`src/design/backup_pkg.sv`:
```
`default_nettype none

package backup_pkg;

	// ========================================================================
	// Block geometry
	// ========================================================================

	parameter int BLOCK_ADDR_W = 8;   // 256 words per SD block
	parameter int WORD_W       = 16;  // Save words are 16 bits wide

	// Word index inside one block
	typedef logic [BLOCK_ADDR_W-1:0] block_addr_t;

	// One save word as seen by SD host and memory
	typedef logic [WORD_W-1:0] data_word_t;

	// SD block number as the host expects it
	typedef logic [31:0] lba_t;

	// Index of the last save block, so 0 means no save at all
	typedef logic [7:0] save_sz_t;

	// Image size in bytes reported on mount
	typedef logic [63:0] img_size_t;

	// Memory word address {low block number, word index}
	typedef logic [15:0] mem_addr_t;

	// ========================================================================
	// Last block per save type
	// ========================================================================

	// Sizes are OR-ed together by the tracker, so each one is a
	// low-order mask of ones
	localparam save_sz_t SZ_EEPROM   = 8'd15;   // 8K EEPROM
	localparam save_sz_t SZ_SRAM     = 8'd63;   // 32K SRAM
	localparam save_sz_t SZ_FLASH    = 8'd127;  // 64K Flash
	localparam save_sz_t SZ_FLASH_1M = 8'd255;  // 128K Flash

endpackage

`default_nettype wire

```
`src/design/bram_port_if.sv`:
```
`default_nettype none

// Port A of the block buffer, owned by the block mover
interface bram_port_if #(
	parameter int ADDR_W = 8,   // Word index width
	parameter int DATA_W = 16   // Word width
);

	logic [ADDR_W-1:0] addr;   // Word index, read every cycle
	logic [DATA_W-1:0] wdata;  // Data from memory on save
	logic              wren;   // Single-cycle write strobe
	logic [DATA_W-1:0] rdata;  // Registered, one clock behind addr

	// Mover side walks the block
	modport mover (
		output addr,
		output wdata,
		output wren,
		input  rdata
	);

	// RAM side answers with registered data
	modport ram (
		input  addr,
		input  wdata,
		input  wren,
		output rdata
	);

endinterface

`default_nettype wire

```
`src/design/block_mover.sv`:
```
`default_nettype none

module block_mover (
	input  wire                         clk_sys,
	input  wire                         reset,
	input  wire                         xfer_start,  // Run level from control
	output logic                        xfer_done,   // Held until xfer_start falls
	input  wire                         loading,     // Buffer to memory when high
	input  wire [7:0]                   lba_low,     // Block part of the address
	bram_port_if.mover                  buf_port,    // Block buffer port A
	output backup_pkg::mem_addr_t       mem_addr,
	output backup_pkg::data_word_t      mem_din,
	input  wire backup_pkg::data_word_t mem_dout,
	output logic                        mem_req,     // One-clock request pulse
	output logic                        mem_rnw,     // Read when high
	input  wire                         mem_ack      // One-clock completion pulse
);
	import backup_pkg::*;

	block_addr_t word_addr;  // Current word in the block
	logic        wait_ack;   // Request outstanding

	// ========================================================================
	// Memory channel
	// ========================================================================

	// Address and direction hold for the whole request
	assign mem_addr = {lba_low, word_addr};
	assign mem_rnw  = ~loading;

	// Buffer read is registered, so the word is ready one clock after
	// word_addr moves and the request only goes out after that
	assign mem_din = buf_port.rdata;

	// ========================================================================
	// Buffer port
	// ========================================================================

	assign buf_port.addr  = word_addr;
	assign buf_port.wdata = mem_dout;                           // Read data on save
	assign buf_port.wren  = mem_ack & wait_ack & ~loading;      // Store before addr moves

	// ========================================================================
	// Word sequencer
	// ========================================================================

	always_ff @(posedge clk_sys) begin
		mem_req <= 1'b0;  // Pulse by default

		if (reset || !xfer_start) begin
			word_addr <= '0;
			wait_ack  <= 1'b0;
			xfer_done <= 1'b0;
		end else if (!xfer_done) begin
			if (!wait_ack) begin
				mem_req  <= 1'b1;  // One request per word
				wait_ack <= 1'b1;
			end else if (mem_ack) begin
				wait_ack <= 1'b0;
				if (word_addr != '1) begin
					word_addr <= word_addr + 1'b1;
				end else begin
					xfer_done <= 1'b1;  // Last word acknowledged
				end
			end
		end
	end

endmodule

`default_nettype wire

```
`src/flat_wrapper.sv`:
```
// flat-port wrapper written by rule: the top's interface ports become plain ports
module block_mover_flat import backup_pkg::*;
  (clk_sys, reset, xfer_start, xfer_done, loading, lba_low, mem_addr, mem_din, mem_dout, mem_req, mem_rnw, mem_ack, buf_port_addr, buf_port_wdata, buf_port_wren, buf_port_rdata);
  bram_port_if buf_port_i ();
  input  wire clk_sys;
  input  wire reset;
  input  wire xfer_start;
  output logic xfer_done;
  input  wire loading;
  input  wire [7:0] lba_low;
  output backup_pkg::mem_addr_t mem_addr;
  output backup_pkg::data_word_t mem_din;
  input  wire backup_pkg::data_word_t mem_dout;
  output logic mem_req;
  output logic mem_rnw;
  input  wire mem_ack;
  output wire logic [$bits(buf_port_i.addr)-1:0] buf_port_addr;
  output wire logic [$bits(buf_port_i.wdata)-1:0] buf_port_wdata;
  output wire logic [$bits(buf_port_i.wren)-1:0] buf_port_wren;
  input wire logic [$bits(buf_port_i.rdata)-1:0] buf_port_rdata;
  assign buf_port_addr = buf_port_i.addr;
  assign buf_port_wdata = buf_port_i.wdata;
  assign buf_port_wren = buf_port_i.wren;
  assign buf_port_i.rdata = buf_port_rdata;
  block_mover u_core (.clk_sys(clk_sys), .reset(reset), .xfer_start(xfer_start), .xfer_done(xfer_done), .loading(loading), .lba_low(lba_low), .buf_port(buf_port_i), .mem_addr(mem_addr), .mem_din(mem_din), .mem_dout(mem_dout), .mem_req(mem_req), .mem_rnw(mem_rnw), .mem_ack(mem_ack));
endmodule
```
`config.mk`:
```
export PLATFORM = sky130hd
export DESIGN_NAME = block_mover_flat
export DESIGN_NICKNAME = d
export VERILOG_FILES = /design/src/design/backup_pkg.sv /design/src/design/bram_port_if.sv /design/src/design/block_mover.sv /design/src/flat_wrapper.sv
export SDC_FILE = /design/constraint.sdc
export NUM_CORES = 1
export LEC_CHECK = 0
export BUFFER_PORTS_ARGS = -buffer_cell sky130_fd_sc_hd__buf_2
export CAP_MARGIN = 20
export CORE_AREA = 2 2 65 67
export CTS_CLUSTER_SIZE = 28
export DETAILED_ROUTE_END_ITERATION = 12
export DIE_AREA = 0 0 67 69
export PLACE_DENSITY = 0.63
export SYNTH_ARGS = -nofsm -noshare
export SYNTH_HDL_FRONTEND = slang
export SYNTH_SLANG_ARGS = --single-unit
```
`constraint.sdc`:
```
create_clock -name clk_sys -period 2.23 [get_ports clk_sys]
set_input_delay 0.3345 -clock clk_sys [delete_from_list [all_inputs] [get_ports clk_sys]]
set_output_delay 0.3345 -clock clk_sys [all_outputs]
set_load 0.01 [all_outputs]
```
==> results.toml <==
[global_routing]
use_met3 = 0.0196
grt_overflow = 0
antenna_found_initial = 0
met2_usage = 0.101
grt_max_degree = 12
grt_pass1_vias = 549
gr-usage-met1 = 0.0906
busiest_layer = "met2"
grt_use_total = 0.0706
grt_pass1_wl_um = 2560

[placement]
placed_cell_area_um2 = 761
gp_congestion = 0.724
dp.final_hpwl_um = 1210
numPortBuffers = 24

[clock_network]
clk_pin_slew_ns = 0.05
postCtsHoldBufs = 0
cts_sinks = 11
post_cts_buffers = 0
clk_latency_ns = 0.24
clock-root-buffer = "clkbuf_8"
cts_buffers = 3
tritoncts = "built"
ctsResizeCount = 0
cts_max_path_buffers = 2
htreeDepth = 1

[worst_setup_path]
startpoint = "u_core.buf_port.addr[0]"
startpoint_type = "flip-flop"
reg2reg_slack_ns = 0.80
cp.arrival_ns = 1.58
crit_required_ns = 2.38
reg2reg_depth = 4
crit_path_max_fanout = 8
criticalPathCategory = "reg2reg"
r2r_start = "u_core.buf_port.addr[0]"
critical_path.endpoint = "u_core.buf_port.addr[5]"
end_kind = "flip-flop"
r2r_end = "u_core.buf_port.addr[5]"

[die]
rows = 23
die_h_um = 69
die_area_um2 = 4620
core-area_um2 = 3910
initial_core_util = 0.241
die_width_um = 67
ios = 105

[synth]
synth_top_area_share = 0.382
yosysWarnings = 0
synth_common_cells = "buf_4 (48), dfxtp_1 (11), nand2_1 (7)"
syn_nets = 155
ys_ff_latch = 11
yosysMostFrequentCell = "buf_4"
synthArstFlopShare = 0
ys.flop_type = "dfxtp_1"
yosysUniqueCellTypes = 32
synth.largest_area_cell = "buf_4"
synth.cell_area_um2 = 943
syn_area_per_cell_um2 = 8.66
netlist_instances = 109
seq_area_frac_synth = 0.233
ys_top_cells_by_area = "buf_4 (38%), dfxtp_1 (23%), mux2i_1 (3.2%)"
synth_edf_count = 0

[timing]
max_freq_ghz = 0.699
hold_viol = 0
maxSlewViolCount = 0
holdWs_ns = 0.542
fin_skew_ns = 0.00404
period_minus_slack_ns = 1.43
rsz0062_at_grt = "no"
setup_violations = 0
tightest_slew_ns = 0.353
max_slew_margin = 0.764
fin_setup_tns_ns = 0
final.period_utilization = 0.641

[routing]
via_per_inst = 4.42
dr.pass1.iters = 4
routed-via-count = 610
routedWlPerCell_um = 12.1
ant_nets = 0
wl_um = 1670
drt_iter0_drc = 9
drc_errors = 0

[power_and_ir_drop]
powerDensity_nw_per_um2 = 523
leakage_nw = 0.335
ir_drop_mv = 0.207
p_total_uw = 421

[cells_and_area]
register_area_um2 = 220
multi_input_area_um2 = 350
final_nets = 135
post-route-util = 0.206
fill_cells = 456
area_growth_pct = -14.6
drive_gt1_frac = 0.386
diodes = 0
fin_area_um2 = 806

[flow_run]
cap_violations = 0

[run_status]
status = "completed"

[min_path]
hold_class = "reg2reg"
-- worst min path at each step --
stage,from,to,cells past startpoint
2_1_floorplan,u_core.wait_ack,u_core.mem_req,1
3_3_place_gp,u_core.buf_port.addr[1],u_core.buf_port.addr[1],2
3_5_place_dp,u_core.buf_port.addr[1],u_core.buf_port.addr[1],2
4_1_cts,u_core.buf_port.addr[1],u_core.buf_port.addr[1],2
5_1_grt,xfer_start,u_core.xfer_done,3
6_report,u_core.buf_port.addr[1],u_core.buf_port.addr[1],2
-- final cells by class --
type	instances	area share
sequential	11	0.273
tap	50	0.0776
inverter	2	0.00932
multi-input combinational	47	0.435
timing repair buffer	24	0.149
clock buffer	4	0.0559
-- cells in the final DEF (no fill, tap or decap), types with 3 or more instances in the layout --
cell type  instances
nor3_1             3
dfxtp_1           11
mux2i_1            3
nand2b_1           3
nand2_1            7
buf_2             24
clkbuf_8           3
-- flip-flops by register name, indices dropped and copies added (netlist names) --
register and flops:
u_core.buf_port.addr 8, u_core.mem_req 1, u_core.wait_ack 1, u_core.xfer_done 1
-- metal layers --
metal / part of all wire / vias to the layer above
met1: 0.43 / 282
met3: 0.11 / 8
met2: 0.44 / 28
met4: 0.016 / 0
met5: 0 / -
li1: - / 292
-- logic make-up (layout without fill, tap and decap cells) --
family	count (synthesis)	count (layout)	synth area share
flops	11	11	0.233
fa+ha+maj	1	1	0.0133
mux	3	3	0.0318
compound gates	15	15	0.139
buf+inv	51	30	0.395
simple gates	28	28	0.187
-- worst max-delay path, cell delays in order, from the launching register on --
cell      delay [ns]
dfxtp_1         0.44
ha_1            0.29
and4_4          0.27
a21boi_0        0.11
a211oi_2        0.23
-- metrics by stage --
step                      instances  setup slack [ns]
after floorplan                 109             0.878
after global placement          134             0.871
after detailed placement        134             0.808
after CTS                       138             0.794
after global routing            138             0.679
final                           138             0.799
-- power breakdown --
group / switching (mW) / leakage, nW / internal, mW
Sequential: 0.00277 / 0.0891 / 0.199
Clock: 0.0720 / 0.0228 / 0.125
Combinational: 0.0123 / 0.224 / 0.00931
Power figures use the tool's default switching activity.
