**src/design/backup_pkg.sv**
```systemverilog
`default_nettype none

package backup_pkg;

	// ========================================================================
	// Block geometry
	// ========================================================================

	parameter int BLOCK_ADDR_W = 8;   // 256 words per SD block
	parameter int WORD_W       = 16;  // Save words are 16 bits wide

	// Word index inside one block
	typedef logic [BLOCK_ADDR_W-1:0] block_addr_t;

	// One save word as seen by SD host and memory
	typedef logic [WORD_W-1:0] data_word_t;

	// SD block number as the host expects it
	typedef logic [31:0] lba_t;

	// Index of the last save block, so 0 means no save at all
	typedef logic [7:0] save_sz_t;

	// Image size in bytes reported on mount
	typedef logic [63:0] img_size_t;

	// Memory word address {low block number, word index}
	typedef logic [15:0] mem_addr_t;

	// ========================================================================
	// Last block per save type
	// ========================================================================

	// Sizes are OR-ed together by the tracker, so each one is a
	// low-order mask of ones
	localparam save_sz_t SZ_EEPROM   = 8'd15;   // 8K EEPROM
	localparam save_sz_t SZ_SRAM     = 8'd63;   // 32K SRAM
	localparam save_sz_t SZ_FLASH    = 8'd127;  // 64K Flash
	localparam save_sz_t SZ_FLASH_1M = 8'd255;  // 128K Flash

endpackage

`default_nettype wire

```
**src/design/save_type_tracker.sv**
```systemverilog
`default_nettype none

module save_type_tracker (
	input  wire                        clk_sys,
	input  wire                        reset,
	input  wire                        cart_download,  // High while the ROM is written
	input  wire                        bus_req,        // Core save-area access strobe
	input  wire                        save_eeprom,    // Save type seen by the core
	input  wire                        save_sram,
	input  wire                        save_flash,
	input  wire                        flash_1m,       // Flash is the 128K part
	input  wire                        img_mounted,    // Strobe from the SD host
	input  wire                        img_readonly,
	input  wire backup_pkg::img_size_t img_size,       // Bytes
	input  wire                        bk_busy,        // Load or save job running
	output backup_pkg::save_sz_t       save_sz,        // Last save block
	output logic                       bk_ena,         // Save area exists
	output logic                       bk_pending      // Unsaved writes by the core
);
	import backup_pkg::*;

	logic     old_download;  // Edge detect on cart_download
	logic     use_img;       // Size taken from a mounted image
	logic     save_write;    // Core touched the save area
	logic     img_usable;
	save_sz_t size_mask;     // Mask of the active save types
	save_sz_t img_last_blk;  // Image bytes / 512 - 1

	// ========================================================================
	// Size decode
	// ========================================================================

	assign save_write = bus_req & (save_eeprom | save_sram | save_flash);

	// Readonly or empty images never define the save size
	assign img_usable   = img_mounted && (img_size != '0) && !img_readonly;
	assign img_last_blk = img_size[16:9] - 8'd1;  // Wraps to 255 for 128K

	always_comb begin
		size_mask = '0;
		if (save_eeprom) size_mask = size_mask | SZ_EEPROM;
		if (save_sram)   size_mask = size_mask | SZ_SRAM;
		if (save_flash) begin
			size_mask = size_mask | (flash_1m ? SZ_FLASH_1M : SZ_FLASH);  // 1M needs 256 blocks
		end
	end

	// ========================================================================
	// State
	// ========================================================================

	always_ff @(posedge clk_sys) begin
		if (reset) begin
			old_download <= 1'b0;
			use_img      <= 1'b0;
			save_sz      <= '0;
			bk_pending   <= 1'b0;
		end else begin
			old_download <= cart_download;

			// New cartridge starts from scratch
			if (~old_download & cart_download) begin
				use_img <= 1'b0;
				save_sz <= '0;
			end

			// Grow with every access while the image does not own the size
			if (bus_req & ~use_img) save_sz <= save_sz | size_mask;

			// Image size wins and locks out the bus
			if (img_usable) begin
				use_img <= 1'b1;
				save_sz <= img_last_blk;
			end

			if (save_write)   bk_pending <= 1'b1;  // Dirty from the first write
			else if (bk_busy) bk_pending <= 1'b0;  // Job in flight takes the data
		end
	end

	assign bk_ena = |save_sz;

endmodule

`default_nettype wire

```
**config.mk**
```make
export PLATFORM = sky130hd
export DESIGN_NAME = save_type_tracker
export DESIGN_NICKNAME = d
export VERILOG_FILES = /design/src/design/backup_pkg.sv /design/src/design/save_type_tracker.sv
export SDC_FILE = /design/constraint.sdc
export NUM_CORES = 1
export LEC_CHECK = 0
export ABC_CLOCK_PERIOD_IN_PS = 2350
export BUFFER_PORTS_ARGS = -buffer_cell sky130_fd_sc_hd__buf_2
export CELL_PAD_IN_SITES_DETAIL_PLACEMENT = 2
export CELL_PAD_IN_SITES_GLOBAL_PLACEMENT = 2
export CORE_UTILIZATION = 17
export CTS_CLUSTER_DIAMETER = 30
export DETAILED_ROUTE_END_ITERATION = 6
export PLACE_DENSITY = 0.88
export RECOVER_POWER = 100
export REMOVE_ABC_BUFFERS = 1
export SYNTH_ARGS = -nofsm -noshare
export SYNTH_HDL_FRONTEND = slang
export SYNTH_SLANG_ARGS = --single-unit
```
**constraint.sdc**
```tcl
create_clock -name clk_sys -period 2.35 [get_ports clk_sys]
set_input_delay 0.235 -clock clk_sys [delete_from_list [all_inputs] [get_ports clk_sys]]
set_output_delay 0.235 -clock clk_sys [all_outputs]
set_load 0.02 [all_outputs]
```
==> impl_metrics.env, run 1 <==
export IMPL_outcome="finished, final reports clean"
export IMPL_slew_headroom_pct=48.6
export IMPL_ant_nets=0
export IMPL_cp_start_kind="input port"
export IMPL_p_int_mw=0.410
export IMPL_clockRootBuffer="clkbuf_8"
export IMPL_overflow=0
export IMPL_p_seq_share_pct=36.1
export IMPL_crit_path_max_incr_delay_ns=0.55
export IMPL_fin_worst_skew_ns=0.00234
export IMPL_initial_core_util_pct=17.9
export IMPL_antenna_found_initial=0
export IMPL_final_layout_size_suffix_gt1_share_pct=42.9
export IMPL_rsz0062_at_grt="no"
export IMPL_wl_per_cell_um=15.6
export IMPL_path_cells="buf_2 > or4_4 > or4_1 > nor4_4 > buf_4 > mux2i_1 > nand3_1"
export IMPL_clk_pin_slew_ns=0.05
export IMPL_min_path_type="in -> reg"
export IMPL_worstSetupPathType="in -> reg"
export IMPL_clkLatencyLatePin_ns=0.24
export IMPL_grt_max_degree=17
export IMPL_cts_buffers=3
export IMPL_cpMaxStageDelayCell="or4_4"
export IMPL_combPwrFrac_pct=31.1
export IMPL_die_w_um=75.5
export IMPL_io_pins=85
export IMPL_place_gp_congestion=0.696
export IMPL_die_h_um=75.5
export IMPL_arrival_ns=2.28
export IMPL_p_switching_mw=0.197
export IMPL_yosysSeqAreaShare_pct=24.0
export IMPL_critPathTopFamily="simple AND/OR/NAND/NOR gates"
export IMPL_fillers=649
export IMPL_clk_path_buf_depth=2
export IMPL_area_delta_synth_final_pct=55.9
export IMPL_fin_crit_sh_pct=91.6
export IMPL_post_route_drc_count=0
export IMPL_core_mm2=0.00514
export IMPL_setup_viol=0
export IMPL_max_freq_mhz=465
export IMPL_ys_types=39
export IMPL_netlist_area_um2=918
export IMPL_grt_pass1_vias=1341
export IMPL_tightest_slew_ns=0.771
export IMPL_cp_num_buf_inv=2
export IMPL_fin_setup_tns_ns=0
export IMPL_hold_buffers=0
export IMPL_peakVddDrop_mv=0.141
export IMPL_avgSynthCellArea_um2=8.13
export IMPL_synth_edf_count=0
export IMPL_ys_ff_latch=11
export IMPL_cts_repair_resized=0
export IMPL_cts_max_level=1
export IMPL_synth_flop_cell="dfxtp_1"
export IMPL_first_pass_iters=4
export IMPL_crit_path_end_kind="flop"
export IMPL_diodes=0
export IMPL_cts_sinks=11
export IMPL_rows=26
export IMPL_maxSlewViolCount=0
export IMPL_grt_use_total_pct=14.3
export IMPL_drv_cap=0
export IMPL_fin_nets=275
export IMPL_clkPwrFrac_pct=32.8
export IMPL_vias_per_cell=4.80
export IMPL_cts_tree="built"
export IMPL_num_vias=1287
export IMPL_hpwlAfterDp_um=3460
export IMPL_yosys_warnings=0
export IMPL_portBuffers=84
export IMPL_wl_um=4180
export IMPL_period_needed_ns=2.15
export IMPL_synth_cells=113
export IMPL_finish_utilization_pct=27.8
export IMPL_switching_share_pct=32.5
export IMPL_dieArea_mm2=0.00570
export IMPL_drt_initial_drc_count=18
export IMPL_power_density_mw_per_mm2=425
export IMPL_leakagePower_nw=0.606
export IMPL_cts_setup_buffers=0
export IMPL_async_reset_ff_share_pct=0
export IMPL_hold_viol=0
export IMPL_worstPathMaxFanout=11
export IMPL_grt_pass1_wl_um=6130
export IMPL_worstPathRequired_ns=2.47
-- worst paths after layout --
path	startpoint	slack (ns)	cells after the start	endpoint
setup reg to reg	use_img	0.63	5	save_sz[1]
setup / recovery	img_size[9]	0.20	7	save_sz[0]
hold / removal	cart_download	0.23	2	old_download
hold reg to reg	use_img	0.52	2	use_img
-- logic make-up (layout without fill, tap and decap cells) --
| logic type | count (synthesis) | count (layout) | synth area share [%] |
|---|---|---|---|
| compound gates | 32 | 32 | 27.9 |
| buf+inv | 6 | 91 | 3.41 |
| mux | 2 | 2 | 2.18 |
| fa+ha+maj | 1 | 1 | 1.36 |
| flops | 11 | 11 | 24.0 |
| xor+xnor | 3 | 3 | 2.86 |
| simple gates | 58 | 58 | 38.3 |
-- cells in the final DEF, fill, tap and decap left out, types with 3 or more instances in the layout --
| cell type | n |
|---|---|
| a211oi_2 | 3 |
| nand3_1 | 4 |
| o211ai_1 | 4 |
| buf_2 | 72 |
| nor2b_1 | 4 |
| clkbuf_1 | 13 |
| nand2_1 | 9 |
| dfxtp_1 | 11 |
| a2111oi_0 | 3 |
| nor4_1 | 16 |
| or3_1 | 3 |
| a211oi_1 | 3 |
| nand4_1 | 3 |
| clkbuf_8 | 3 |
| o21ai_0 | 5 |
| nor3_1 | 4 |
| a21oi_1 | 4 |
| nor2_1 | 5 |
-- final cells by class --
| cell class | count | area [µm²] | share of cell area [%] |
|---|---|---|---|
| clock buffer | 4 | 45.0 | 3.15 |
| inverter | 2 | 7.51 | 0.524 |
| multi-input combinational | 96 | 658 | 46.0 |
| sequential | 11 | 220 | 15.4 |
| tap | 70 | 87.6 | 6.12 |
| timing repair buffer | 85 | 413 | 28.8 |
-- routing by layer --
layer | GRT usage [%] | share of wire (%) | vias up
met4 | 5.35 | 1.6 | 0
met5 | 0 | 0 | -
met3 | 2.12 | 7.6 | 7
li1 | - | - | 619
met2 | 26.8 | 50 | 53
met1 | 16.4 | 41 | 608
-- Yosys cell counts, drive strengths merged (3+ instances only) --
| master | n | area share (%) |
|---|---|---|
| nand2 | 9 | 3.7 |
| nor4 | 17 | 13 |
| a21oi | 4 | 2.2 |
| or3 | 3 | 2.0 |
| o211ai | 4 | 3.3 |
| a2111oi | 4 | 4.5 |
| a211oi | 6 | 6.5 |
| nand3 | 4 | 2.2 |
| nor2 | 6 | 3.3 |
| nor3 | 4 | 2.2 |
| o21ai | 5 | 2.7 |
| nor2b | 4 | 2.7 |
| nand4 | 3 | 2.0 |
| dfxtp | 11 | 24 |
-- power groups by stage --
stage / sequential, mW / combinational (mW) / clock, mW
2_1_floorplan: 0.237 / 0.0701 / 0
3_3_place_gp: 0.222 / 0.188 / 0
3_5_place_dp: 0.223 / 0.195 / 0
4_1_cts: 0.219 / 0.198 / 0.204
5_1_grt: 0.222 / 0.208 / 0.216
6_report: 0.219 / 0.189 / 0.199
-- flip-flops by register name (all words and copies together), names as in the netlist --
register and cells:
bk_pending 1, old_download 1, save_sz 8, use_img 1
-- stage by stage --
stage | instance area, µm² | hold slack, ns | cells | setup slack (ns) | power, mW
finish | 1430 | 0.226 | 268 | 0.198 | 0.608
detailed placement | 1410 | 0.476 | 264 | 0.0103 | 0.418
CTS | 1460 | 0.230 | 268 | 0.251 | 0.620
global route | 1430 | 0.241 | 268 | 0.0948 | 0.645
global placement | 1410 | 0.465 | 264 | 0.0929 | 0.410
floorplan | 895 | 0.300 | 109 | 0.0739 | 0.307
Power figures use the tool's default switching activity.
==> inputs of run 2 (changes only) <==
ABC_CLOCK_PERIOD_IN_PS = 1800   (was 2350)
CORE_UTILIZATION = 16   (was 17)
PLACE_DENSITY = 0.87   (was 0.88)
clock period = 1.8 ns   (was 2.35 ns; I/O delays follow)
==> run 2 against run 1 <==
Net effect:
- combinational power increased by 41%
- largest cell class unchanged
- global-route usage fell by 1.0 points
- worst hold slack lost 0.037 ns
- non-clock buffer count is 12 higher
- routed wire length is 2.7% lower
- design area rose by 9.1%
- clock skew down 0.0012 ns
- final cell count rose by 5.2%
- power grew 31%
- core utilization rose by 0.51 points
- count of clock-buffer cells in the layout stayed put
- largest power group unchanged
==> impl_metrics.env, run 2 (synthesis results as in run 1) <==
export IMPL_setup_viol=0
export IMPL_final_layout_size_suffix_gt1_share_pct=48.6
export IMPL_fin_nets=287
export IMPL_fin_hold_ws_ns=0.189
export IMPL_wl_um=4070
export IMPL_maxSlewViolCount=0
export IMPL_dieArea_mm2=0.00605
export IMPL_crit_path_end_kind="flop"
export IMPL_tightest_slew_ns=0.510
export IMPL_dp_cells=276
export IMPL_drt_initial_drc_count=32
export IMPL_hold_viol=0
export IMPL_grt_util_met3_pct=2.94
export IMPL_use_met1_pct=14.1
export IMPL_use_met2_pct=27.2
export IMPL_leakagePower_nw=0.678
export IMPL_peakVddDrop_mv=0.259
export IMPL_power_density_mw_per_mm2=511
export IMPL_cts_buffers=3
export IMPL_grt_max_degree=17
export IMPL_area_delta_synth_final_pct=70.0
export IMPL_die_h_um=77.8
export IMPL_place_gp_congestion=0.693
export IMPL_setup_ws_ns=0.00950
export IMPL_die_w_um=77.8
export IMPL_finish_utilization_pct=28.4
export IMPL_regArea_um2=220
export IMPL_layout_common_cells="buf_2 (72), nor4_1 (16), dfxtp_1 (11), clkbuf_1 (11), buf_4 (11)"
export IMPL_num_vias=1333
export IMPL_reg2reg_depth=5
export IMPL_io_pins=85
export IMPL_post_route_drc_count=0
export IMPL_clk_pin_slew_ns=0.05
export IMPL_worstSetupPathType="in -> reg"
export IMPL_outcome="finished, final reports clean"
export IMPL_hold_buffers=0
export IMPL_first_pass_iters=4
export IMPL_multi_input_area_um2=673
export IMPL_hpwlAfterDp_um=3460
export IMPL_fillers=658
export IMPL_fin_crit_sh_pct=99.5
export IMPL_whs_path_depth=2
export IMPL_period_needed_ns=1.79
export IMPL_max_freq_mhz=559
export IMPL_slew_headroom_pct=65.9
export IMPL_diodes=0
export IMPL_dp_slack_ns=-0.383
export IMPL_fin_area_mm2=0.00156
export IMPL_antenna_found_initial=0
export IMPL_fin_setup_tns_ns=0
export IMPL_cp_start_kind="input port"
export IMPL_busiest_layer="met2"
export IMPL_cts_max_level=1
export IMPL_core_mm2=0.00551
export IMPL_worstPathMaxFanout=4
export IMPL_drv_cap=0
export IMPL_largest_reg_flops=8
export IMPL_clk_path_buf_depth=2
export IMPL_ant_nets=0
export IMPL_rows=27
export IMPL_largest_register="save_sz"
export IMPL_initial_core_util_pct=16.7
export IMPL_cts_tree="built"
export IMPL_worstPathRequired_ns=1.91
export IMPL_min_path_type="in -> reg"
export IMPL_power_mw=0.798
export IMPL_grt_pass1_vias=1388
export IMPL_post_dp_cell_area_mm2=0.00149
export IMPL_grt_pass1_wl_um=6430
export IMPL_fin_worst_skew_ns=0.00116
export IMPL_layout_commonest_cell="buf_2"
export IMPL_wl_per_cell_um=14.4
export IMPL_clockRootBuffer="clkbuf_8"
export IMPL_arrival_ns=1.90
export IMPL_clkLatencyLatePin_ns=0.23
export IMPL_portBuffers=84
export IMPL_fin_cells=282
export IMPL_overflow=0
export IMPL_grt_use_total_pct=13.3
export IMPL_rsz0062_at_grt="yes"
export IMPL_vias_per_cell=4.73
export IMPL_cts_sinks=11
-- run 2: changes by cell type in the layout (fill, tap and decap cells not counted), sizes merged --
cell,change
buf,+14
clkbuf,-2
-- run 2: worst paths after layout --
path / from / end / slack [ns]
worst min register to register: use_img / use_img / 0.49
worst max register to register: use_img / save_sz[1] / 0.15
worst min-delay path: cart_download / old_download / 0.19
worst max-delay path: img_size[9] / save_sz[1] / 0.009
-- run 2: final cells by class --
type	count	share of cell area, %
flip-flops and latches	11	14.1
multi-input cells	96	43.1
well taps	72	5.77
inverters	2	0.481
repair buffers	97	33.7
clock buffers	4	2.88
-- run 2: power by group --
part | internal (mW) | switching [mW] | total [mW]
registers | 0.266 | 0.0196 | 0.286
logic | 0.130 | 0.137 | 0.267
clock network | 0.155 | 0.0899 | 0.245
total | 0.552 | 0.246 | 0.798
-- run 2: per-layer routing --
metal,up-vias,wire length (µm)
li1,647,-
met1,638,1590
met2,46,2210
met3,2,253
met4,0,19
met5,-,0
-- run 2: repair_timing --
action,CTS,global route
gates resized for setup,5,1
setup endpoints to repair,9,9
hold endpoints to repair,0,0
pin swaps,1,5
buffers inserted,0,2
-- run 2: worst max-delay path: stages --
cell and delay (ns):
buf_6 0.09, or4_4 0.52, or4_4 0.46, nor4_4 0.19
buf_4 0.19, mux2i_1 0.18, nand3_1 0.09
==> inputs of run 3 (changes only) <==
RECOVER_POWER = 25   (was 100)
==> run 3 against run 2 <==
Net effect:
- critical path depth unchanged
- first-iteration DRC count increased by 3.1%
- sequential power about the same
- routed wire length about the same
- global-route usage unchanged
- clock skew about the same
- power increased by 0.40%
- core utilization increased by 0.18 points
- count of clock-buffer cells in the layout unchanged
- critical path type unchanged
- largest cell class unchanged
==> impl_metrics.env, run 3 (synthesis results as in run 1) <==
export IMPL_grt_use_total_pct=13.3
export IMPL_cts_tree="built"
export IMPL_clk_pin_slew_ns=0.05
export IMPL_critPathMostFrequentCell="or4_4"
export IMPL_portBuffers=84
export IMPL_die_w_um=77.8
export IMPL_setup_ws_ns=0.00902
export IMPL_outcome="finished, final reports clean"
export IMPL_cp_num_buf_inv=2
export IMPL_worstSetupPathType="in -> reg"
export IMPL_period_needed_ns=1.79
export IMPL_overflow=0
export IMPL_cts_max_level=1
export IMPL_wl_met1_um=1550
export IMPL_tightest_slew_ns=0.510
export IMPL_dieArea_mm2=0.00605
export IMPL_io_pins=85
export IMPL_crit_path_max_incr_delay_ns=0.52
export IMPL_post_route_drc_count=0
export IMPL_clockRootBuffer="clkbuf_8"
export IMPL_die_h_um=77.8
export IMPL_slew_headroom_pct=65.9
export IMPL_cp_start_kind="input port"
export IMPL_leakagePower_nw=0.705
export IMPL_min_path_type="in -> reg"
export IMPL_peakVddDrop_mv=0.259
export IMPL_fin_worst_skew_ns=0.000832
export IMPL_critPathTopFamily="simple AND/OR/NAND/NOR gates"
export IMPL_core_mm2=0.00551
export IMPL_power_density_mw_per_mm2=510
export IMPL_fin_hold_ws_ns=0.190
export IMPL_hold_path_startpoint="cart_download"
export IMPL_cts_sinks=11
export IMPL_largest_reg_flops=8
export IMPL_wl_met3_um=271
export IMPL_initial_core_util_pct=16.7
export IMPL_r2r_start="use_img"
export IMPL_grt_max_degree=17
export IMPL_layout_commonest_cell="buf_2"
export IMPL_grt_pass1_vias=1388
export IMPL_fin_nets=287
export IMPL_largest_register="save_sz"
export IMPL_antenna_found_initial=0
export IMPL_ant_nets=0
export IMPL_wl_met2_um=2230
export IMPL_arrival_ns=1.90
export IMPL_hpwlAfterDp_um=3460
export IMPL_hold_viol=0
export IMPL_place_gp_congestion=0.693
export IMPL_drv_cap=0
export IMPL_first_pass_iters=4
export IMPL_max_freq_mhz=558
export IMPL_grt_pass1_wl_um=6430
export IMPL_wl_per_cell_um=14.4
export IMPL_dp_slack_ns=-0.383
export IMPL_maxSlewViolCount=0
export IMPL_worstSetupStartpoint="img_size[9]"
export IMPL_clkLatencyLatePin_ns=0.23
export IMPL_final_layout_size_suffix_gt1_share_pct=52.4
export IMPL_path_cells="buf_6 > or4_4 > or4_4 > nor4_4 > buf_4 > mux2i_1 > nand3_1"
export IMPL_highest_layer="met4"
export IMPL_rows=27
export IMPL_finish_utilization_pct=28.5
export IMPL_vias_per_cell=4.77
export IMPL_crit_path_end_kind="flop"
export IMPL_cts_buffers=3
export IMPL_drt_initial_drc_count=33
export IMPL_rsz0062_at_grt="yes"
export IMPL_clk_path_buf_depth=2
export IMPL_diodes=0
export IMPL_fin_setup_tns_ns=0
export IMPL_num_vias=1344
export IMPL_setup_viol=0
export IMPL_layout_common_cells="buf_2 (80), nor4_1 (16), dfxtp_1 (11), buf_4 (11), nand2_1 (9)"
export IMPL_wl_um=4070
export IMPL_area_delta_synth_final_pct=71.1
export IMPL_worstPathMaxFanout=4
export IMPL_worstPathRequired_ns=1.91
export IMPL_cpMaxStageDelayCell="or4_4"
export IMPL_fin_crit_sh_pct=99.5
[run 3: changes by cell type in the layout (fill, tap and decap cells not counted), sizes merged]
| cell | previous run | this run |
|---|---|---|
| buf | 87 | 95 |
| clkbuf | 14 | 6 |
[run 3: what timing repair did]
item | in CTS | in global routing
buffers inserted | 0 | 2
endpoints found under the setup margin | 9 | 9
hold buffers | 0 | 0
pin swaps | 1 | 5
gates resized for setup | 5 | 1
[run 3: report_power, final]
part           total, mW  switching (mW)  internal [mW]
combinational      0.272           0.137          0.135
sequential         0.285          0.0190          0.266
clock              0.244          0.0890          0.155
[run 3: final timing paths]
check | depth (start not counted) | slack, ns | end
setup reg to reg | 5 | 0.15 | save_sz[1]
hold reg to reg | 2 | 0.49 | use_img
setup / recovery | 7 | 0.009 | save_sz[1]
hold / removal | 2 | 0.19 | old_download
[run 3: final cells by class]
cell class | count | area [µm²]
inverters | 2 | 7.51
well taps | 72 | 90.1
fillers | 652 | 3940
flip-flops and latches | 11 | 220
multi-input cells | 96 | 673
clock buffers | 4 | 45.0
repair buffers | 97 | 536
[run 3: stage by stage]
| stage | area, µm² | power [mW] | std cells |
|---|---|---|---|
| after global placement | 1490 | 0.546 | 276 |
| final | 1570 | 0.801 | 282 |
| after CTS | 1560 | 0.812 | 280 |
| after global routing | 1570 | 0.855 | 282 |
| after detailed placement | 1490 | 0.558 | 276 |
| after floorplan | 895 | 0.401 | 109 |
[run 3: per-layer routing]
layer	vias to the layer above	GRT usage (%)
met5	-	0
met4	0	1.13
met3	2	2.94
met2	52	27.2
met1	644	14.1
li1	646	-
[run 3: worst reg2reg max path, delay by kind of cell (launching register included)]
kind             cells  cell delay [ns]
multiplexers         1             0.14
AND/OR/NAND/NOR      2             0.51
AO/OA/AOI/OAI        2             0.64
flip-flops           1             0.31
