`config.mk`:
```
export PLATFORM = sky130hd
export DESIGN_NAME = backup_control
export DESIGN_NICKNAME = d
export VERILOG_FILES = /design/src/design/backup_pkg.sv /design/src/design/backup_control.sv
export SDC_FILE = /design/constraint.sdc
export NUM_CORES = 1
export LEC_CHECK = 0
export ABC_AREA = 1
export BUFFER_PORTS_ARGS = -buffer_cell sky130_fd_sc_hd__clkbuf_2
export CORE_MARGIN = 10
export CORE_UTILIZATION = 50
export DETAILED_ROUTE_END_ITERATION = 16
export HOLD_SLACK_MARGIN = 0.12
export PLACE_DENSITY = 0.78
export SLEW_MARGIN = 0
export SYNTH_ARGS = -nofsm -noshare
export SYNTH_HDL_FRONTEND = slang
export SYNTH_SLANG_ARGS = --single-unit
```
`constraint.sdc`:
```
create_clock -name clk_sys -period 2.2 [get_ports clk_sys]
set_clock_uncertainty 0.05 [all_clocks]
set_input_delay 0.33 -clock clk_sys [delete_from_list [all_inputs] [get_ports clk_sys]]
set_output_delay 0.33 -clock clk_sys [all_outputs]
set_load 0.005 [all_outputs]
```
`src/design/backup_pkg.sv`:
```
`default_nettype none

package backup_pkg;

	// ========================================================================
	// Block geometry
	// ========================================================================

	parameter int BLOCK_ADDR_W = 8;   // 256 words per SD block
	parameter int WORD_W       = 16;  // Save words are 16 bits wide

	// Word index inside one block
	typedef logic [BLOCK_ADDR_W-1:0] block_addr_t;

	// One save word as seen by SD host and memory
	typedef logic [WORD_W-1:0] data_word_t;

	// SD block number as the host expects it
	typedef logic [31:0] lba_t;

	// Index of the last save block, so 0 means no save at all
	typedef logic [7:0] save_sz_t;

	// Image size in bytes reported on mount
	typedef logic [63:0] img_size_t;

	// Memory word address {low block number, word index}
	typedef logic [15:0] mem_addr_t;

	// ========================================================================
	// Last block per save type
	// ========================================================================

	// Sizes are OR-ed together by the tracker, so each one is a
	// low-order mask of ones
	localparam save_sz_t SZ_EEPROM   = 8'd15;   // 8K EEPROM
	localparam save_sz_t SZ_SRAM     = 8'd63;   // 32K SRAM
	localparam save_sz_t SZ_FLASH    = 8'd127;  // 64K Flash
	localparam save_sz_t SZ_FLASH_1M = 8'd255;  // 128K Flash

endpackage

`default_nettype wire

```
`src/design/backup_control.sv`:
```
`default_nettype none

module backup_control (
	input  wire                       clk_sys,
	input  wire                       reset,
	input  wire                       bk_load,        // Menu reload level
	input  wire                       bk_save,        // Menu save level
	input  wire                       bk_autosave,    // Autosave option
	input  wire                       osd_status,     // OSD open
	input  wire                       cart_download,
	input  wire                       img_mounted,
	input  wire                       bk_ena,
	input  wire                       bk_pending,
	input  wire backup_pkg::save_sz_t save_sz,
	output backup_pkg::lba_t          sd_lba,         // Current SD block
	output logic                      sd_rd,          // Held until sd_ack rises
	output logic                      sd_wr,
	input  wire                       sd_ack,         // High for the block data phase
	output logic                      xfer_start,     // Mover run level
	input  wire                       xfer_done,      // Mover finished the block
	output logic                      loading,        // Direction SD to memory
	output logic [7:0]                lba_low,        // Block part of the memory address
	output logic                      bk_busy         // Job running
);

	// Per-block steps, used by both directions
	localparam logic [1:0] ST_ISSUE  = 2'd0;  // Start SD read or mover
	localparam logic [1:0] ST_WAIT   = 2'd1;  // Wait for SD phase or mover
	localparam logic [1:0] ST_FINISH = 2'd2;  // Close the block

	logic       load_q;   // Registered trigger inputs
	logic       load_qq;
	logic       save_q;
	logic       save_qq;
	logic       auto_q;
	logic       auto_qq;
	logic       mount_q;  // Mount seen during cartridge download
	logic       ack_q;
	logic       load_edge;
	logic       save_edge;
	logic       auto_edge;
	logic       trigger;
	logic       ack_rise;
	logic       ack_fall;
	logic [1:0] step;

	assign lba_low = sd_lba[7:0];

	assign load_edge = load_q & ~load_qq;
	assign save_edge = save_q & ~save_qq;
	assign auto_edge = auto_q & ~auto_qq & bk_pending;  // Only with unsaved data
	assign trigger   = bk_ena & (load_edge | save_edge | auto_edge | mount_q);

	assign ack_rise = ~ack_q & sd_ack;
	assign ack_fall = ack_q & ~sd_ack;  // End of the block data phase

	always_ff @(posedge clk_sys) begin
		if (reset) begin
			load_q     <= 1'b0;
			load_qq    <= 1'b0;
			save_q     <= 1'b0;
			save_qq    <= 1'b0;
			auto_q     <= 1'b0;
			auto_qq    <= 1'b0;
			mount_q    <= 1'b0;
			ack_q      <= 1'b0;
			sd_rd      <= 1'b0;
			sd_wr      <= 1'b0;
			sd_lba     <= '0;
			xfer_start <= 1'b0;
			loading    <= 1'b0;
			bk_busy    <= 1'b0;
			step       <= ST_ISSUE;
		end else begin
			load_q  <= bk_load;
			load_qq <= load_q;
			save_q  <= bk_save;
			save_qq <= save_q;
			auto_q  <= osd_status & bk_autosave;
			auto_qq <= auto_q;
			mount_q <= img_mounted & cart_download;
			ack_q   <= sd_ack;

			// Host took the request
			if (ack_rise) begin
				sd_rd <= 1'b0;
				sd_wr <= 1'b0;
			end

			if (!bk_busy) begin
				xfer_start <= 1'b0;
				step       <= ST_ISSUE;
				sd_lba     <= '0;
				loading    <= 1'b0;
				if (trigger) begin
					bk_busy <= 1'b1;
					loading <= load_edge | mount_q;  // Mount always reloads
				end
			end else if (loading) begin
				// Load: SD read, then mover writes memory
				case (step)
					ST_ISSUE: begin
						sd_rd <= 1'b1;
						step  <= ST_WAIT;
					end
					ST_WAIT: if (ack_fall) begin
						xfer_start <= 1'b1;  // Buffer now holds the block
						step       <= ST_FINISH;
					end
					ST_FINISH: if (xfer_done) begin
						xfer_start <= 1'b0;
						step       <= ST_ISSUE;
						sd_lba     <= sd_lba + 32'd1;
						if (&sd_lba[7:0]) bk_busy <= 1'b0;  // Full 128K every time
					end
					default: step <= ST_ISSUE;
				endcase
			end else begin
				// Save: mover reads memory, then SD write
				case (step)
					ST_ISSUE: begin
						xfer_start <= 1'b1;
						step       <= ST_WAIT;
					end
					ST_WAIT: if (xfer_done) begin
						xfer_start <= 1'b0;
						sd_wr      <= 1'b1;
						step       <= ST_FINISH;
					end
					ST_FINISH: if (ack_fall) begin
						step   <= ST_ISSUE;
						sd_lba <= sd_lba + 32'd1;
						if (sd_lba[7:0] == save_sz) bk_busy <= 1'b0;  // Last used block
					end
					default: step <= ST_ISSUE;
				endcase
			end
		end
	end

endmodule

`default_nettype wire

```
==> results list, run 1 <==
- Max FO, Critical Path: 13
- Critical path's largest stage delay: 480 ps
* Critical Path Source: sd_lba[1]$_SDFFE_PP0P_
- sky130_fd_sc_hd__dfxtp_1 takes more of the synthesized area than any other cell.
- Startpoint class of the critical path: register
- Total met2 wirelength after detailed routing: 3.06 mm
- After detailed routing, the number of remaining DRC violations is 0.
* Die Outline Area: 8540 sq um
- Launch instance of the worst register-to-register path: sd_lba[1]$_SDFFE_PP0P_
- Std-Cell Core Area: 5110 sq um
- Highest signal layer in the routed design: met4
- Critical path endpoint category: register
- Class of the most critical setup path: reg -> reg
- The first global-routing pass estimated 11.2 mm of wire.
* Final Hold Viols: 0
- Yosys mapped a number of flops with a built-in enable equal to 0.
* First-pass detailed-route iteration total: 4
- The routed design has 6.65 mm of wire.
- Maximum count of clock buffers along a single path: 2
- Measured against its own limit, the worst slew margin works out to 0.610.
* Post-Route Setup TNS: 0 ps
* Crit path depth: 9
* Wire length per cell: 12.5 um
- Timing-limited maximum frequency: 518 MHz
* Antenna violations before repair: 0
- Data required time at the worst endpoint: 2390 ps
- In the synthesized netlist, the number of instances is 403.
* Main synth FF type: sky130_fd_sc_hd__dfxtp_1
- The initial utilization of the core area, before any placement, comes to 0.513.
- Worst-margin pin slew: 584 ps
- Unrepaired setup endpoints after global routing: no
- Max-cap violations: 0
* Capturing point of the worst reg2reg path: sd_lba[24]$_SDFFE_PP0P_
- Row generation in the floorplan step produced 26 rows.
- Dpl cells: 525
- Post-CTS Setup Inserts: 0
- The area growth from synthesis to layout is 17.6%.
* Detail Placement HPWL: 5.19 mm
- For the worst flop-to-flop path, the logic depth is 9.
- Worst hold-check path type: in -> reg
- After synthesis the netlist holds a flip-flop and latch count of 47.
- Register ranked first by flip-flop count: sd_lba
- Of the cells placed in the final design, the portion with a size suffix greater than 1 is 0.212.
- For this run, the number of Yosys warnings is 0.
- Initial DRC count: 115
* Y dimension of the die: 92.4 um
- Net count after synthesis: 424
- In this run, distinct cell masters in the synthesized netlist total 32.
- Mean instance size in the synthesized netlist: 6.51 sq um
- Cts bufs inserted: 5
- In this run the worst setup path terminates at sd_lba[24]$_SDFFE_PP0P_.
- For this run, asynchronously set or reset flops after synthesis account for 0.
* Sink count of the clock tree: 47
* Largest vdd supply drop: 0.000380 V
- Grouping stages by cell kind, the critical path spends the most delay in simple AND/OR/NAND/NOR gates.
* Per-cell via count in the routed design: 4.97
- Buffers placed on the I/O ports in this run total 64.
* Cells along the critical path: ha_1 -> nand3_2 -> nor2_4 -> nand2_2 -> nor2_4 -> nand4_1 -> nand2_1 -> nand2_1 -> nor2_1
* Period minus WS final: 1930 ps
* Slowest CP cell: sky130_fd_sc_hd__dfxtp_1
- Buf+Inv Stages, Crit Path: 0
* Num ports: 65
- Synth top area cells: sky130_fd_sc_hd__dfxtp_1, sky130_fd_sc_hd__nand2_1, sky130_fd_sc_hd__nor2_1
- In this run, post-CTS hold repair placed 0 buffers.
- Dividing total power by cell area gives a power density of 556 nW/um^2.
- Met3 wire length: 520 um
- Final-report setup violation count: 0
- Largest registers in the final layout: sd_lba: 32 flops, step: 2 flops
- CTS HTree Levels: 2
- Across every metal layer, demand over resource in global routing totals 0.155.
* Max reg flops: 32
* Met1 routed wirelength after detailed routing: 2.96 mm
* Largest net degree at the start of global routing: 21
- In the finished design, the share of the clock period the worst path needs comes to 0.878.
- The most common cell in the synthesized netlist is sky130_fd_sc_hd__nand2_1.
- The number of gates resized after CTS was 0.
- Proportion of synthesized chip area in sequential cells: 0.359
- Post-synth top cells: sky130_fd_sc_hd__nand2_1, sky130_fd_sc_hd__nor2_1, sky130_fd_sc_hd__inv_1
* Horizontal die dimension: 92.4 um
- TritonCTS built the clock tree.
- After clock tree synthesis, the clock-pin slew on the worst setup and hold paths is 90 ps.
- Lkg Pwr: 1.27 nW
- STA puts the critical path data arrival time at 2120 ps.
* Proportion of netlist area held by the largest area contributor: 0.359
- After global routing the overflow that remains totals 0.
- Worst-case register-to-register setup slack: 270 ps
- The mapped netlist covers 2620 sq um.
* Clock latency on the worst-skew pair: 300 ps
- Count of pins over their slew limit: 0
- Buffer cell driving the clock tree root: sky130_fd_sc_hd__clkbuf_8
* Global placement routability congestion: 0.906
* Final antenna diode count: 0
- The net count of the finished layout is 483.
- The via count of the first global-routing pass was 2659.
- Once detail routing completed, the nets flagged for antenna violations numbered 0.
* Fin cells: 533
- Routed via count: 2651
- The flow ran to the end, and the final reports show no timing, DRC or antenna violations.
-- worst min-delay path, stage by stage --
cell	delay [ps]
sky130_fd_sc_hd__clkbuf_2	80
sky130_fd_sc_hd__inv_1	40
sky130_fd_sc_hd__nor2_1	30
-- where the power goes --
group | total (mW) | leakage (nW) | internal [mW] | switching [mW]
Combinational | 0.0863 | 0.825 | 0.0359 | 0.0504
Clock | 0.756 | 0.0644 | 0.453 | 0.303
Sequential | 0.871 | 0.380 | 0.861 | 0.00925
-- area by class of cell --
type	count	area, sq um
Timing Repair Buffer	66	335
Sequential cell	47	941
Multi-Input combinational cell	288	1380
Clock buffer	5	68.8
Fill cell	506	2020
Clock inverter	3	67.6
Tap cell	70	87.6
Inverter	54	205
-- metrics by stage --
stage               power (mW)   util  area, sq um  hold WS (ps)  setup slack (ps)
finish                    1.71  0.604         3080           159               268
global route              1.77  0.604         3080           154              48.1
CTS                       1.73  0.604         3080           147               287
detailed placement       0.978  0.577         2950           366               297
global placement         0.975  0.577         2950           355               399
floorplan                0.941      -         2620           349               561
-- worst min path at each step --
stage | depth (start not counted) | start | to
floorplan | 1 | reset | bk_busy$_SDFF_PP0_
CTS | 3 | bk_save | save_q$_SDFF_PP0_
global placement | 2 | auto_q$_SDFF_PP0_ | auto_qq$_SDFF_PP0_
detailed placement | 2 | auto_q$_SDFF_PP0_ | auto_qq$_SDFF_PP0_
global route | 3 | bk_load | load_q$_SDFF_PP0_
finish | 3 | bk_save | save_q$_SDFF_PP0_
-- cell families after synthesis --
| family | share of synthesized area |
|---|---|
| AND/OR/NAND/NOR | 0.407 |
| adder cells (fa/ha/maj) | 0.00477 |
| XOR/XNOR | 0.0167 |
| buffers and inverters | 0.116 |
| AO/OA/AOI/OAI | 0.0964 |
| flip-flops | 0.359 |
-- layer usage --
layer / vias to the layer above / GRT usage
met5: - / 0
met4: 0 / 0.0681
met1: 1181 / 0.177
met3: 8 / 0.0492
li1: 1376 / -
met2: 86 / 0.259
-- layout by cell type (no fill, tap or decap), types with 3 or more instances in the layout --
cell and n:
sky130_fd_sc_hd__a21oi_1 24, sky130_fd_sc_hd__clkbuf_2 64, sky130_fd_sc_hd__clkbuf_8 5, sky130_fd_sc_hd__dfxtp_1 47, sky130_fd_sc_hd__inv_1 52, sky130_fd_sc_hd__nand2_1 108, sky130_fd_sc_hd__nand2_2 5, sky130_fd_sc_hd__nand3_1 15
sky130_fd_sc_hd__nand3_2 6, sky130_fd_sc_hd__nand4_1 8, sky130_fd_sc_hd__nor2_1 74, sky130_fd_sc_hd__nor2_2 3, sky130_fd_sc_hd__nor3_1 9, sky130_fd_sc_hd__o21ai_0 13, sky130_fd_sc_hd__xnor2_1 5
Power figures use the tool's default switching activity.
==> run 2, diff against run 1 <==
- REMOVE_ABC_BUFFERS: unset -> 1
- TNS_END_PERCENT: unset -> 30
==> run 2 against run 1 <==
Compared with the run above: total power is 5.8% lower; critical path depth decreased by 1; sequential share of layout area increased by 0.26 points; cell count down 0.19%; die area is the same; wire length down 0.63%; critical path type unchanged; critical endpoint is now sd_lba[20]$_SDFFE_PP0P_; highest routed layer unchanged.
==> results list, run 2 (synthesis results as in run 1) <==
- Run status: completed
- The detailed-routing iteration count for the pre-antenna-repair pass came to 4 (unchanged).
- The final RePlAce weighted congestion is 0.851 (-6.0%).
- The routed length per instance came to 12.4 um (-0.44%).
- Final antenna diode count: 0 (unchanged)
- The data required time of the worst path was 2360 ps (-30 ps).
* Max reg flops: 32 (unchanged)
- Horizontal die dimension: 92.4 um (unchanged)
* Net switching power figure: 0.350 mW (-3.6%)
* Final-report setup violation count: 0 (unchanged)
- Worst hold-check path type: in -> reg
- Counting flops per register, the top entry is sd_lba.
- Highest-utilization routing layer at the global route stage: met2
- The hold-critical path depth was 3 (unchanged).
- Maximum count of clock buffers along a single path: 2 (unchanged)
* Signal arrival time at the worst endpoint: 2060 ps (-60 ps)
- The total power per unit cell area was 528 nW/um^2 (-4.9%).
- The peak supply drop was 0.000330 V (-13%).
- The core box area is 5110 sq um (unchanged).
- Commonest cells after routing, fill and taps aside: sky130_fd_sc_hd__nand2_1, sky130_fd_sc_hd__nor2_1, sky130_fd_sc_hd__clkbuf_2, sky130_fd_sc_hd__inv_1, sky130_fd_sc_hd__dfxtp_1
- Layout fillers: 511 (+0.99%)
- The final global-route overflow total came to 0 (unchanged).
- The number of endpoints with negative hold slack in the final report was 0 (unchanged).
* Largest net degree at the start of global routing: 21 (unchanged)
- The count of standard-cell rows is 26 (unchanged).
* Critical Path Source: sd_lba[1]$_SDFFE_PP0P_
* CTS HTree Levels: 2 (unchanged)
- The number of buffers created by CTS was 5 (unchanged).
- The global routing met2 resource utilization was 0.281 (+0.0212).
- The sum of negative setup slack came to 0 ps (unchanged).
- Worst-case setup slack after placement: 325 ps (+28.6 ps)
- Switching Fraction: 0.217 (+0.00475)
* Per-cell via count in the routed design: 4.90 (-1.4%)
- The library cell used most frequently in the layout, excluding fill and tap cells, is sky130_fd_sc_hd__nand2_1.
- Remaining max-slew budget at the tightest pin: 0.608 (-0.00197)
- Met3 Track Usage GR: 0.0492 (unchanged)
- The final net count was 482 (-0.21%).
* Worst min-delay path startpoint: bk_load
- The number of clock sinks seen by CTS came to 47 (unchanged).
- The combinational group share of total power came to 0.053 (+0.003).
- The register share of total power came to 0.539 (+0.031).
- The detailed-route via count is 2609 (-1.6%).
- The worst setup path is of the reg -> reg kind.
* Part of the total power dissipated in the clock network: 0.407 (-0.034)
* Int Pwr: 1.27 mW (-6.3%)
- Clock latency on the worst-skew pair: 300 ps (about the same)
- The number of DRC violations after detailed routing was 0 (unchanged).
- Proportion of layout cells with a drive suffix above 1: 0.210 (-0.00171)
- The final worst-path setup slack is 292 ps (+24.2 ps).
- The number of slew-limit violations in the final report is 0 (unchanged).
- Worst reg-to-reg path cell count: 8 (-1)
- The estimated wirelength of the detail-placed design is 5.27 mm (+1.4%).
- The initial antenna violation count was 0 (unchanged).
- The post-cts repair resize count is 0 (unchanged).
- Timing-limited maximum frequency: 524 MHz (+1.3%)
- From synthesis to final layout, the design area changed by 16.6%.
- Clock Pin Slew Worst Setup and Hold Paths: 90 ps (about the same)
- Num ports: 65 (unchanged)
* Y dimension of the die: 92.4 um (unchanged)
* Post-CTS Setup Inserts: 0 (unchanged)
* Unrepaired setup endpoints after global routing: no
- The largest fanout of any net on the critical path is 13 (unchanged).
- Total Routed Length: 6.61 mm (-0.63%)
- The worst setup path is launched from a register.
* Worst-case register-to-register setup slack: 290 ps (+20 ps)
- CTS tree: yes
- Initial DRC count: 157 (+37%)
- GRT Total Usage: 0.158 (+0.00328)
- Number of routed nets with antenna violations: 0 (unchanged)
* First-pass GRT wire length: 11.4 mm (+1.7%)
* Max-cap violations: 0 (unchanged)
- Die Outline Area: 8540 sq um (unchanged)
* Post-route fraction of the period consumed by the critical path: 0.867 (-0.0110)
* CTS Hold Bufs: 0 (unchanged)
- Critical path endpoint category: register
* Buffer cell driving the clock tree root: sky130_fd_sc_hd__clkbuf_8
- The initial standard-cell utilization of the core was 0.513 (unchanged).
- Largest registers in the final layout: sd_lba: 32 flops, step: 2 flops
* Lkg Pwr: 1.26 nW (-0.68%)
- The via count of the first global-routing pass was 2505 (-5.8%).
- Count of port buffers added during placement: 64 (unchanged)
* Total design power: 1.61 mW (-5.8%)
- The transition time at the pin with the least slew margin was 587 ps (+2.95 ps).
- In this run the critical register-to-register path is launched from sd_lba[1]$_SDFFE_PP0P_.
* Period minus WS final: 1910 ps (-24.2 ps)
- The met1 demand-to-capacity share in global routing is 0.181 (+0.00314).
-- run 2: metrics by stage --
stage / hold slack [ps] / instances / util / area [sq um]
after detailed placement: 372 / 524 / 0.575 / 2940
after global placement: 357 / 524 / 0.575 / 2940
after CTS: 150 / 532 / 0.598 / 3060
after global routing: 169 / 532 / 0.598 / 3060
after floorplan: 349 / 389 / - / 2520
final: 156 / 532 / 0.598 / 3060
-- run 2: final timing paths --
check | endpoint
worst min register to register | auto_qq$_SDFF_PP0_
worst min-delay path | load_q$_SDFF_PP0_
worst max register to register | sd_lba[20]$_SDFFE_PP0P_
worst max-delay path | sd_lba[20]$_SDFFE_PP0P_
-- run 2: cell type report --
class / count / area (sq um) / area share
multi-input cells: 288 / 1380 / 0.451
clock inverters: 2 / 35.0 / 0.0115
inverters: 54 / 205 / 0.0671
repair buffers: 65 / 328 / 0.107
well taps: 70 / 87.6 / 0.0287
clock buffers: 6 / 82.6 / 0.0270
flip-flops and latches: 47 / 941 / 0.308
-- run 2: routing by layer --
metal  vias to the layer above  wire length [um]  part of all wire
li1                       1377                 -                 -
met1                      1167              2860              0.43
met2                        57              3310              0.50
met3                         8               371             0.056
met4                         0                70             0.011
met5                         -                 0                 0
-- run 2: power by group through the flow --
stage	sequential [mW]	combinational (mW)	clock, mW
after floorplan	0.889	0.0480	0
after global placement	0.890	0.0858	0
after detailed placement	0.891	0.0864	0
after CTS	0.871	0.0869	0.675
after global routing	0.872	0.100	0.707
final	0.871	0.0862	0.658
-- run 2: worst max-delay path: stages, from the launching register on --
cell,delay [ps]
sky130_fd_sc_hd__dfxtp_1,480
sky130_fd_sc_hd__ha_1,280
sky130_fd_sc_hd__nand3_2,130
sky130_fd_sc_hd__nor2_4,160
sky130_fd_sc_hd__nand2_2,80
sky130_fd_sc_hd__nor2_4,280
sky130_fd_sc_hd__nand3b_1,130
sky130_fd_sc_hd__o21ai_0,170
sky130_fd_sc_hd__nor2_1,50
==> run 3, diff against run 2 <==
- CELL_PAD_IN_SITES_DETAIL_PLACEMENT: unset -> 2
- CELL_PAD_IN_SITES_GLOBAL_PLACEMENT: unset -> 2
- CORE_UTILIZATION: 50 -> 28
- MAX_ROUTING_LAYER: unset -> met4
- PLACE_DENSITY: 0.78 -> 0.81
==> run 3 against run 2 <==
Compared with the run above: cell count up 8.1%; clock-buffer cell count is the same; fmax down 4.6%; total power is 2.6% higher; die area grew 60%; register-to-register slack got worse by 90 ps; core utilization is 26 points lower; global-route usage fell by 1.2 points; critical path type unchanged; highest routed layer unchanged.
==> results list, run 3 (synthesis results as in run 1) <==
* Run status: completed
- Cells along the critical path: ha_1 -> nand3_2 -> nor2_4 -> nand2_2 -> nor2_4 -> nand3b_1 -> o21ai_0 -> nor2_1
- The peak supply drop is 0.000240 V (-27%).
* Multi-input gate area in the final layout: 1380 sq um (unchanged)
- Via count of the first global-routing pass: 3077 (+23%)
- Critical path endpoint category: register
- The routed length per instance is 15.9 um (+28%).
- By startpoint and endpoint, the worst setup path is classified as reg -> reg.
- Area growth, synth to finish: 19.1%
- The data required time of the worst path was 2360 ps (about the same).
* Period minus WS final: 2000 ps (+92.2 ps)
- Initial DRC count: 89 (-43%)
- The worst slew margin relative to its limit came to 0.534 (-0.0740).
- The leakage power of the design is 1.27 nW (+0.87%).
* Final antenna diode count: 0 (unchanged)
- Signal arrival time at the worst endpoint: 2160 ps (+100 ps)
* Max reg flops: 32 (unchanged)
* Starting density of the core: 0.285 (-0.228)
* Sink count of the clock tree: 47 (unchanged)
- Count of pins over their slew limit: 0 (unchanged)
- The number of cells on the worst reg-to-reg path was 8 (unchanged).
- The overall die width was 117 um (+26%).
- The detailed-routing iteration count for the pre-antenna-repair pass is 4 (unchanged).
- Worst-margin pin slew: 698 ps (+111 ps)
- Leading cell type in the layout, fill and taps excluded: sky130_fd_sc_hd__nand2_1
- Clock latency on the worst-skew pair: 310 ps (about the same)
- The I/O pin count was 65 (unchanged).
- Layout fillers: 1184 (+130%)
* Detail Placement HPWL: 7.33 mm (+39%)
- Buffer cell driving the clock tree root: sky130_fd_sc_hd__clkbuf_8
- The average vias per placed instance came to 4.87 (-0.74%).
- The core box area was 9200 sq um (+80%).
* Startpoint class of the critical path: register
* Max FO, Critical Path: 13 (unchanged)
* Final Hold Viols: 0 (unchanged)
- The detailed-route via count is 2799 (+7.3%).
- The number of port buffers is 64 (unchanged).
- The kind of cell with the highest combined delay along the critical path is simple AND/OR/NAND/NOR gates.
* Largest net degree at the start of global routing: 21 (unchanged)
- For this design, the slowest cell found on the critical path is sky130_fd_sc_hd__dfxtp_1.
* Post-route fraction of the period consumed by the critical path: 0.909 (+0.0419)
* Global placement routability congestion: 0.780 (-8.3%)
- The total power per unit cell area is 530 nW/um^2 (+0.38%).
* Net count reported at finish: 484 (+0.41%)
- TritonCTS built the clock tree.
* Sequential cell area: 941 sq um (unchanged)
* Crit path depth: 8 (unchanged)
* Cts bufs inserted: 5 (unchanged)
- The maximum level of the CTS H-tree came to 2 (unchanged).
* Max-cap violations: 0 (unchanged)
- Y dimension of the die: 117 um (+26%)
* Cell seen most often among critical-path stages: sky130_fd_sc_hd__nor2_4
- The number of buffers added for setup after CTS came to 0 (unchanged).
- Commonest cells after routing, fill and taps aside: sky130_fd_sc_hd__nand2_1, sky130_fd_sc_hd__nor2_1, sky130_fd_sc_hd__clkbuf_2, sky130_fd_sc_hd__inv_1, sky130_fd_sc_hd__dfxtp_1
- Timing-limited maximum frequency: 500 MHz (-4.6%)
- GRT Total Usage: 0.147 (-0.0118)
* Register ranked first by flip-flop count: sd_lba
- Buf+Inv Stages, Crit Path: 0 (unchanged)
- Unrepaired setup endpoints after global routing: no
* Worst hold-check path type: in -> reg
* Post-Route Setup TNS: 0 ps (unchanged)
- Hold depth: 3 (unchanged)
- Die Outline Area: 13600 sq um (+60%)
- The initial antenna violation count was 0 (unchanged).
- In the final layout, the registers with the most flip-flops are sd_lba: 32 flops, step: 2 flops.
- Proportion of layout cells with a drive suffix above 1: 0.213 (+0.00341)
* Number of routed nets with antenna violations: 0 (unchanged)
- Total Routed Length: 9.17 mm (+39%)
- The final global-route overflow total came to 0 (unchanged).
* Cell area after layout: 3120 sq um (+2.2%)
- First-pass GRT wire length: 15.4 mm (+35%)
- The number of DRC violations after detailed routing was 0 (unchanged).
* Clock Pin Slew Worst Setup and Hold Paths: 100 ps (about the same)
- The total placed instance area came to 3010 sq um (+2.3%).
* Maximum count of clock buffers along a single path: 2 (unchanged)
- The count of standard-cell rows is 35 (+35%).
* Critical path's largest stage delay: 490 ps (about the same)
- Final-report setup violation count: 0 (unchanged)
## run 3: cell count changes in the layout (fill, tap and decap cells not counted)
cell,previous run,this run
sky130_fd_sc_hd__buf_4,1,3
## run 3: repair_timing
item                                    4_1_cts  5_1_grt
endpoints found under the setup margin        0        1
gates resized for setup                       0        0
hold buffers                                  0        0
## run 3: layout make-up
class | instances | area share
clock inverter | 2 | 0.0112
inverter | 54 | 0.0657
tap | 111 | 0.0445
sequential | 47 | 0.301
timing repair buffer | 67 | 0.110
multi-input combinational | 288 | 0.441
clock buffer | 6 | 0.0264
## run 3: final timing paths
| check | to | from | slack, ps |
|---|---|---|---|
| max | sd_lba[20]$_SDFFE_PP0P_ | sd_lba[1]$_SDFFE_PP0P_ | 200 |
| min | load_q$_SDFF_PP0_ | bk_load | 150 |
| max reg2reg | sd_lba[20]$_SDFFE_PP0P_ | sd_lba[1]$_SDFFE_PP0P_ | 200 |
| min reg2reg | auto_qq$_SDFF_PP0_ | auto_q$_SDFF_PP0_ | 380 |
## run 3: tightest hold or removal path: stages
cell and delay, ps:
sky130_fd_sc_hd__clkbuf_2 80, sky130_fd_sc_hd__inv_1 40, sky130_fd_sc_hd__nor2_1 30
## run 3: through the flow
stage / hold WS (ps) / setup slack (ps) / utilization / total power, mW / std cells
floorplan: 349 / 381 / - / 0.937 / 389
global placement: 359 / 358 / 0.327 / 0.981 / 567
detailed placement: 373 / 188 / 0.327 / 0.986 / 567
CTS: 146 / 176 / 0.340 / 1.68 / 575
global route: 153 / 9.25 / 0.340 / 1.73 / 575
finish: 152 / 200 / 0.340 / 1.66 / 575
## run 3: routing by layer
| layer | wire [um] | GRT usage |
|---|---|---|
| met1 | 4010 | 0.162 |
| met2 | 4750 | 0.265 |
| met3 | 303 | 0.0275 |
| met4 | 100 | 0.0354 |
| met5 | 0 | - |
## run 3: where the power goes
group	internal (mW)	switching, mW
clock	0.369	0.323
sequential	0.861	0.0102
combinational	0.0360	0.0566
total	1.27	0.390
